==> src/verilog/smc_mem_pkg.sv <==
// memory-side definitions for one asynchronous SRAM bank
// phase lengths are fixed here, there are no timing registers
// every phase length must be at least 1 and fit in PHASE_W bits
`default_nettype none

package smc_mem_pkg;

  // --------------------
  // access phases
  // --------------------
  // address setup before strobe
  localparam int SETUP_CYC  = 1;
  // strobe window open
  localparam int STROBE_CYC = 2;
  // address and data hold after strobe
  localparam int HOLD_CYC   = 1;
  localparam int ACCESS_CYC = SETUP_CYC + STROBE_CYC + HOLD_CYC;

  // phase counter width, counts down from length-1
  localparam int PHASE_W    = 2;

  // --------------------
  // sram pins
  // --------------------
  localparam int LANES      = 4;
  // active low per-lane write enables
  typedef logic [LANES-1:0] lane_t;

endpackage

`default_nettype wire

==> src/verilog/smc_bus_pkg.sv <==
// requester-side definitions for the static memory controller
// bank is word addressed, 16K words of 32 bits
// byte enable bit n covers data bits 8n+7..8n
`default_nettype none

package smc_bus_pkg;

  // --------------------
  // request payload
  // --------------------
  typedef logic [13:0] addr_t;
  typedef logic [31:0] data_t;
  // one bit per byte lane
  typedef logic [3:0]  be_t;

  // 51 bits, write flag on top
  typedef struct packed {
    logic  write;
    addr_t addr;
    data_t data;
    be_t   be;
  } req_t;

  // --------------------
  // flow control
  // --------------------
  // queue entries and initial requester credits
  localparam int QUEUE_DEPTH = 4;
  // wide enough to hold QUEUE_DEPTH
  localparam int CREDIT_W    = 3;

endpackage

`default_nettype wire
==> src/verilog/smc_req_if.sv <==
// one queued request handed from the queue to access control
// take is only legal while valid is high, entry leaves at that edge
`default_nettype none

interface smc_req_if;

  import smc_bus_pkg::*;

  // head of queue present
  logic valid;
  // head entry, stable while valid
  req_t req;
  // access control consumes the head
  logic take;

  // --------------------
  // queue side
  modport src (
    output valid,
    output req,
    input  take
  );

  // access control side
  modport dst (
    input  valid,
    input  req,
    output take
  );

endinterface

`default_nettype wire

==> src/verilog/smc_top.sv <==
// static memory controller, one 32-bit asynchronous SRAM bank
// requester must start with QUEUE_DEPTH credits after reset
// read responses cannot be stalled
`default_nettype none

module smc_top (
  input  wire                  hclk,
  input  wire                  arst_n,
  // requester side
  input  wire                  req_valid,
  input  wire                  req_write,
  input  smc_bus_pkg::addr_t   req_addr,
  input  smc_bus_pkg::data_t   req_wdata,
  input  smc_bus_pkg::be_t     req_be,
  output logic                 credit_return,
  output logic                 resp_valid,
  output smc_bus_pkg::data_t   resp_rdata,
  // sram pins
  output smc_bus_pkg::addr_t   mem_addr,
  output smc_bus_pkg::data_t   mem_wdata,
  input  smc_bus_pkg::data_t   mem_rdata,
  output logic                 mem_n_cs,
  output logic                 mem_n_oe,
  output smc_mem_pkg::lane_t   mem_n_we,
  output logic                 mem_n_wr
);

  import smc_bus_pkg::*;
  import smc_mem_pkg::*;

  req_t  req_in;
  logic  r_full;
  lane_t n_r_we;
  logic  n_r_wr;

  smc_req_if req_link ();

  // flat ports into one request word
  assign req_in = '{write: req_write, addr: req_addr, data: req_wdata, be: req_be};

  // --------------------
  smc_req_queue u_queue (
    .hclk          (hclk),
    .arst_n        (arst_n),
    .req_valid     (req_valid),
    .req_in        (req_in),
    .credit_return (credit_return),
    .deq           (req_link.src)
  );

  smc_access_ctrl u_ctrl (
    .hclk       (hclk),
    .arst_n     (arst_n),
    .req        (req_link.dst),
    .mem_addr   (mem_addr),
    .mem_wdata  (mem_wdata),
    .mem_rdata  (mem_rdata),
    .mem_n_cs   (mem_n_cs),
    .mem_n_oe   (mem_n_oe),
    .r_full     (r_full),
    .n_r_we     (n_r_we),
    .n_r_wr     (n_r_wr),
    .resp_valid (resp_valid),
    .resp_rdata (resp_rdata)
  );

  // write strobes leave on the falling edge
  smc_wr_enable u_wr_enable (
    .hclk     (hclk),
    .arst_n   (arst_n),
    .r_full   (r_full),
    .n_r_we   (n_r_we),
    .n_r_wr   (n_r_wr),
    .smc_n_we (mem_n_we),
    .smc_n_wr (mem_n_wr)
  );

endmodule

`default_nettype wire

==> src/verilog/smc_wr_enable.sv <==
// gates per-lane write enables and the write strobe with the
// strobe window, then retimes them onto the falling clock edge
// pins settle half a cycle after r_full, inside address validity
`default_nettype none

module smc_wr_enable (
  input  wire                  hclk,
  input  wire                  arst_n,
  input  wire                  r_full,
  input  smc_mem_pkg::lane_t   n_r_we,
  input  wire                  n_r_wr,
  output smc_mem_pkg::lane_t   smc_n_we,
  output logic                 smc_n_wr
);

  import smc_mem_pkg::*;

  lane_t n_we_gated;
  logic  n_wr_gated;

  // --------------------
  // strobe gating
  // --------------------
  // lane low only with window open and lane requested
  assign n_we_gated = n_r_we | {LANES{~r_full}};
  assign n_wr_gated = n_r_wr | ~r_full;

  // falling edge retiming, inactive high out of reset
  always_ff @(negedge hclk or negedge arst_n)
  begin
    if (!arst_n)
    begin
      smc_n_we <= '1;
      smc_n_wr <= 1'b1;
    end
    else
    begin
      smc_n_we <= n_we_gated;
      smc_n_wr <= n_wr_gated;
    end
  end

  // closed window at a rising edge keeps every strobe high
  // from the following falling edge on
  a_we_in_window: assert property (
    @(negedge hclk) disable iff (!arst_n)
    !r_full |=> (&smc_n_we) && smc_n_wr
  );

endmodule

`default_nettype wire

==> src/verilog/smc_access_ctrl.sv <==
// access FSM for one asynchronous SRAM bank
// idle, setup, strobe, hold, then at least one idle cycle
// read data sampled on the edge that ends the strobe phase
// all pin-side controls are registered on the rising edge
`default_nettype none

module smc_access_ctrl (
  input  wire                  hclk,
  input  wire                  arst_n,
  smc_req_if.dst               req,
  output smc_bus_pkg::addr_t   mem_addr,
  output smc_bus_pkg::data_t   mem_wdata,
  input  smc_bus_pkg::data_t   mem_rdata,
  output logic                 mem_n_cs,
  output logic                 mem_n_oe,
  output logic                 r_full,
  output smc_mem_pkg::lane_t   n_r_we,
  output logic                 n_r_wr,
  output logic                 resp_valid,
  output smc_bus_pkg::data_t   resp_rdata
);

  import smc_bus_pkg::*;
  import smc_mem_pkg::*;

  enum logic [1:0] {S_IDLE, S_SETUP, S_STROBE, S_HOLD} state_q, state_d;

  logic [PHASE_W-1:0] cnt_q;
  logic [PHASE_W-1:0] cnt_d;
  logic               phase_done;
  logic               take;
  // direction of the access in flight
  logic               wr_q;
  logic               wr_d;

  assign phase_done = (cnt_q == '0);
  assign req.take   = take;
  assign wr_d       = take ? req.req.write : wr_q;

  // --------------------
  // next state
  // --------------------
  always_comb
  begin
    state_d = state_q;
    cnt_d   = cnt_q - 1'b1;
    take    = 1'b0;
    case (state_q)
      S_IDLE:
      begin
        cnt_d = cnt_q;
        // start as soon as the queue has a head
        if (req.valid)
        begin
          take    = 1'b1;
          state_d = S_SETUP;
          cnt_d   = PHASE_W'(SETUP_CYC - 1);
        end
      end
      S_SETUP:
        if (phase_done)
        begin
          state_d = S_STROBE;
          cnt_d   = PHASE_W'(STROBE_CYC - 1);
        end
      S_STROBE:
        if (phase_done)
        begin
          state_d = S_HOLD;
          cnt_d   = PHASE_W'(HOLD_CYC - 1);
        end
      default:
        if (phase_done)
        begin
          state_d = S_IDLE;
          cnt_d   = '0;
        end
    endcase
  end

  // --------------------
  // state and pin controls
  // --------------------
  always_ff @(posedge hclk or negedge arst_n)
  begin
    if (!arst_n)
    begin
      state_q    <= S_IDLE;
      cnt_q      <= '0;
      wr_q       <= 1'b0;
      mem_n_cs   <= 1'b1;
      mem_n_oe   <= 1'b1;
      r_full     <= 1'b0;
      n_r_we     <= '1;
      n_r_wr     <= 1'b1;
      resp_valid <= 1'b0;
    end
    else
    begin
      state_q  <= state_d;
      cnt_q    <= cnt_d;
      wr_q     <= wr_d;
      // chip select spans setup through hold
      mem_n_cs <= (state_d == S_IDLE);
      // reads drive the bus until strobe ends
      mem_n_oe <= !(!wr_d && (state_d == S_SETUP || state_d == S_STROBE));
      // strobe window, writes only
      r_full   <= wr_d && (state_d == S_STROBE);
      if (take)
      begin
        n_r_we <= req.req.write ? ~req.req.be : '1;
        n_r_wr <= !req.req.write;
      end
      else if (state_d == S_IDLE)
      begin
        n_r_we <= '1;
        n_r_wr <= 1'b1;
      end
      // one response per read, end of strobe
      resp_valid <= !wr_q && (state_q == S_STROBE) && phase_done;
    end
  end

  // address, write data and read data have no reset
  always_ff @(posedge hclk)
  begin
    if (take)
    begin
      mem_addr  <= req.req.addr;
      mem_wdata <= req.req.data;
    end
    if (!wr_q && (state_q == S_STROBE) && phase_done)
      resp_rdata <= mem_rdata;
  end

  // take only from idle and only against a valid head
  a_take_idle: assert property (
    @(posedge hclk) disable iff (!arst_n)
    req.take |-> (state_q == S_IDLE) && req.valid
  );

  // queue head holds still until it is taken
  a_head_stable: assert property (
    @(posedge hclk) disable iff (!arst_n)
    req.valid && !req.take |=> req.valid && $stable(req.req)
  );

endmodule

`default_nettype wire

==> src/verilog/smc_req_queue.sv <==
// request FIFO behind credit-based flow control
// QUEUE_DEPTH must be a power of two, pointers wrap freely
// a push is never refused, the requester must respect its credits
// one credit_return pulse one cycle after each dequeue
`default_nettype none

module smc_req_queue #(
  parameter int QUEUE_DEPTH = smc_bus_pkg::QUEUE_DEPTH
) (
  input  wire                 hclk,
  input  wire                 arst_n,
  input  wire                 req_valid,
  input  smc_bus_pkg::req_t   req_in,
  output logic                credit_return,
  smc_req_if.src              deq
);

  import smc_bus_pkg::*;

  // storage, no reset needed
  req_t mem_q [QUEUE_DEPTH];

  logic [$clog2(QUEUE_DEPTH)-1:0] wr_ptr_q;
  logic [$clog2(QUEUE_DEPTH)-1:0] rd_ptr_q;
  // one extra bit to tell full from empty
  logic [$clog2(QUEUE_DEPTH):0]   count_q;

  logic push;
  logic pop;
  logic full;

  assign push = req_valid;
  assign pop  = deq.take;
  assign full = (count_q == QUEUE_DEPTH);

  // head is visible the cycle after it was written
  assign deq.valid = (count_q != '0);
  assign deq.req   = mem_q[rd_ptr_q];

  // --------------------
  // pointers and fill level
  // --------------------
  always_ff @(posedge hclk or negedge arst_n)
  begin
    if (!arst_n)
    begin
      wr_ptr_q      <= '0;
      rd_ptr_q      <= '0;
      count_q       <= '0;
      credit_return <= 1'b0;
    end
    else
    begin
      if (push)
        wr_ptr_q <= wr_ptr_q + 1'b1;
      if (pop)
        rd_ptr_q <= rd_ptr_q + 1'b1;
      case ({push, pop})
        2'b10:   count_q <= count_q + 1'b1;
        2'b01:   count_q <= count_q - 1'b1;
        default: count_q <= count_q;
      endcase
      // freed entry goes back as a credit
      credit_return <= pop;
    end
  end

  // payload write
  always_ff @(posedge hclk)
  begin
    if (push)
      mem_q[wr_ptr_q] <= req_in;
  end

  // requester sent more than its credits allow
  a_no_overflow: assert property (
    @(posedge hclk) disable iff (!arst_n)
    req_valid |-> !full
  );

endmodule

`default_nettype wire

==> config.mk <==
export PLATFORM = sky130hd
export DESIGN_NAME = smc_top
export DESIGN_NICKNAME = d
export VERILOG_FILES = /design/src/verilog/smc_mem_pkg.sv /design/src/verilog/smc_bus_pkg.sv /design/src/verilog/smc_req_if.sv /design/src/verilog/smc_top.sv /design/src/verilog/smc_wr_enable.sv /design/src/verilog/smc_access_ctrl.sv /design/src/verilog/smc_req_queue.sv
export SDC_FILE = /design/constraint.sdc
export NUM_CORES = 1
export LEC_CHECK = 0
export BUFFER_PORTS_ARGS = -buffer_cell sky130_fd_sc_hd__buf_2
export CAP_MARGIN = 20
export CORE_MARGIN = 1
export CORE_UTILIZATION = 45
export CTS_BUF_LIST = sky130_fd_sc_hd__clkbuf_4 sky130_fd_sc_hd__clkbuf_8
export DETAILED_ROUTE_END_ITERATION = 16
export PLACE_DENSITY = 0.77
export SYNTH_ARGS = -nofsm -noshare
export SYNTH_HDL_FRONTEND = slang
export SYNTH_SLANG_ARGS = --single-unit
==> constraint.sdc <==
create_clock -name hclk -period 4.5 [get_ports hclk]
set_input_delay 0.9 -clock hclk [delete_from_list [all_inputs] [get_ports hclk]]
set_output_delay 0.9 -clock hclk [all_outputs]
set_load 0.05 [all_outputs]
==> results.sh <==
export IMPL_cap_violations=0
export IMPL_total_power_uw=9560
export IMPL_drcViolationCount=0
export IMPL_power_density_nw_per_um2=720
export IMPL_layout_commonest_cell="edfxtp_1"
export IMPL_rsz0062_at_grt="no"
export IMPL_final_setup_viol_count=0
export IMPL_layout_cells_non_filler=1028
export IMPL_ys_seq_elements=309
export IMPL_clock_skew_ps=29.9
export IMPL_async_flop_share_pct=8.74
export IMPL_rows=56
export IMPL_final_layout_size_suffix_gt1_share_pct=47.1
export IMPL_leakagePower_uw=0.00477
export IMPL_slew_headroom_pct=44.9
export IMPL_dp_cells=933
export IMPL_routed_wl_um=19100
export IMPL_ir_worst_vdd_mv=0.411
export IMPL_syn2layout_area_growth_pct=21.7
export IMPL_slowest_delay_ps=510
export IMPL_core_um2=23600
export IMPL_clock_latency_ps=550
export IMPL_die_h_um=158
export IMPL_synth_avg_cell_area_um2=24.5
export IMPL_vias_per_cell=4.94
export IMPL_slew_violations=0
export IMPL_final_area_um2=13300
export IMPL_grtUsageMet1_pct=18.7
export IMPL_die_area_um2=24900
export IMPL_crit_path_top_delay_cell="dfstp_2"
export IMPL_critPathCaptureType="output pin"
export IMPL_cts_tree="yes"
export IMPL_synth_cell_types=33
export IMPL_cts_repair_resized=4
export IMPL_critPathTopFamily="flip-flops"
export IMPL_start_util_pct=46.2
export IMPL_cts_buffers=48
export IMPL_hp_class="in -> async"
export IMPL_firstDrtPassIters=4
export IMPL_clock_sinks=309
export IMPL_ios=173
export IMPL_routedWlPerCell_um=18.6
export IMPL_ant_nets=0
export IMPL_vias=5081
export IMPL_tns_ps=0
export IMPL_met3_usage_pct=4.33
export IMPL_initialDrtViolationCount=268
export IMPL_yosysTopAreaCellShare_pct=77.6
export IMPL_placed_cell_area_um2=12200
export IMPL_tightestPinTransition_ps=826
export IMPL_fillers=1749
export IMPL_clk_path_buf_depth=3
export IMPL_syn_nets=540
export IMPL_yosysSeqAreaShare_pct=83.9
export IMPL_worst_ep_arrival_time_ps=3540
export IMPL_grt_util_met2_pct=27.1
export IMPL_crit_path_start_kind="register"
export IMPL_dpl_hpwl_um=11800
export IMPL_final_nets=764
export IMPL_grt_max_degree=54
export IMPL_synth_area_top_cells="edfxtp_1 78%, mux4_2 10%, dfrtp_1 3.4%"
export IMPL_path_max_fanout=1
export IMPL_clk_pin_slew_ps=70
export IMPL_yosys_area_top_type="edfxtp_1"
export IMPL_post_cts_buffers=0
export IMPL_status="finished clean"
export IMPL_cts_max_level=2
export IMPL_most_common_layout_cells="282 x edfxtp_1, 167 x buf_2, 52 x clkbuf_8, 50 x mux4_2"
export IMPL_synth_cells=446
export IMPL_yosysWarnings=0
export IMPL_holdWs_ps=353
export IMPL_synth_edf_count=282
export IMPL_synth_main_ff_cell="edfxtp_1"
export IMPL_first_global_vias=5461
export IMPL_antenna_found_initial=1
export IMPL_hold_buffers=0
export IMPL_grt_pass1_wl_um=28900
export IMPL_grt_ovfl_total=0
export IMPL_syn_cell_area_um2=10900
export IMPL_antennaDiodeCount=0
export IMPL_crit_required_ps=3600
export IMPL_fp_dieW_um=158
export IMPL_hold_violations=0
export IMPL_crit_chain="clkbuf_4"
export IMPL_clockRootBuffer="clkbuf_8"
export IMPL_numPortBuffers=172
export IMPL_gr_max_usage_layer="met2"
export IMPL_criticalPathCategory="reg -> out"
export IMPL_gp_congestion=0.694
export IMPL_track_usage_pct=15.7
export IMPL_path_buf_inv=1
## layout make-up
class | instances | area (µm²) | area share [%]
inverter | 6 | 22.5 | 0.170
timing repair buffer | 184 | 1010 | 7.59
multi-input combinational | 116 | 1660 | 12.5
clock buffer | 59 | 768 | 5.78
tap | 319 | 399 | 3.00
clock inverter | 35 | 259 | 1.95
sequential | 309 | 9160 | 69.0
## synth_stat cells, types with 2 or more instances
cell,instances
nand2_1,5
mux4_2,50
a21boi_0,2
nand2b_1,5
nor2b_1,3
o31a_1,5
and2_1,4
clkbuf_1,2
buf_6,4
nand3b_1,2
xnor2_1,3
buf_2,8
ha_1,7
dfrtp_1,15
dfstp_2,12
xor2_1,5
inv_1,7
o21ai_0,6
edfxtp_1,282
or2_2,2
nand4_1,4
nor2_1,2
## state kept, by name (all words and copies together) (netlist names)
| signal | count |
|---|---|
| u_queue.mem_q | 204 |
| u_ctrl.mem_wdata | 32 |
| u_ctrl.resp_rdata | 32 |
| u_ctrl.mem_addr | 14 |
| u_ctrl.n_r_we | 4 |
| u_wr_enable.smc_n_we | 4 |
| u_queue.count_q | 3 |
| u_ctrl.cnt_q | 2 |
| u_ctrl.state_q | 2 |
| u_queue.rd_ptr_q | 2 |
| u_queue.wr_ptr_q | 2 |
| u_ctrl.mem_n_cs | 1 |
| u_ctrl.mem_n_oe | 1 |
| u_ctrl.n_r_wr | 1 |
| u_ctrl.r_full | 1 |
| u_ctrl.resp_valid | 1 |
| u_ctrl.wr_q | 1 |
| u_queue.credit_return | 1 |
| u_wr_enable.smc_n_wr | 1 |
## final timing paths
kind	start	slack, ps	endpoint	depth (start not counted)
max	u_wr_enable.smc_n_we[2]	60	mem_n_we[2]	1
min	arst_n	350	u_ctrl.r_full	1
max reg2reg	u_ctrl.n_r_we[3]	1560	u_wr_enable.smc_n_we[3]	1
min reg2reg	u_queue.count_q[2]	520	u_queue.count_q[2]	1
max in group asynchronous	arst_n	1520	u_wr_enable.smc_n_we[0]	1
min in group hclk	u_queue.count_q[2]	520	u_queue.count_q[2]	1
## per-layer routing
layer | routed length (µm) | vias up
met3 | 1360 | 34
met2 | 9840 | 199
met4 | 346 | 2
li1 | - | 2301
met5 | 10 | -
met1 | 7550 | 2545
## power by group
part	switching, µW	internal [µW]	total (µW)	leakage, µW
Sequential	343	4050	4390	0.00291
Clock	1040	1370	2400	0.000555
Combinational	1850	910	2760	0.00131
## logic make-up after synthesis
logic type               count (synthesis)  share of synthesized area [%]
flip-flops                             309                           83.9
adder cells (fa/ha/maj)                  8                          0.986
AND/OR/NAND/NOR                         33                           1.79
AO/OA/AOI/OAI                           15                          0.929
XOR/XNOR                                 8                          0.642
multiplexers                            52                           10.7
buffers and inverters                   21                           1.09
## through the flow
stage	setup slack [ps]	utilization, %
6_report	57.8	56.3
3_3_place_gp	606	51.6
3_5_place_dp	589	51.7
4_1_cts	8.88	56.0
5_1_grt	13.2	56.3
2_1_floorplan	694	-
Power figures use the tool's default switching activity.
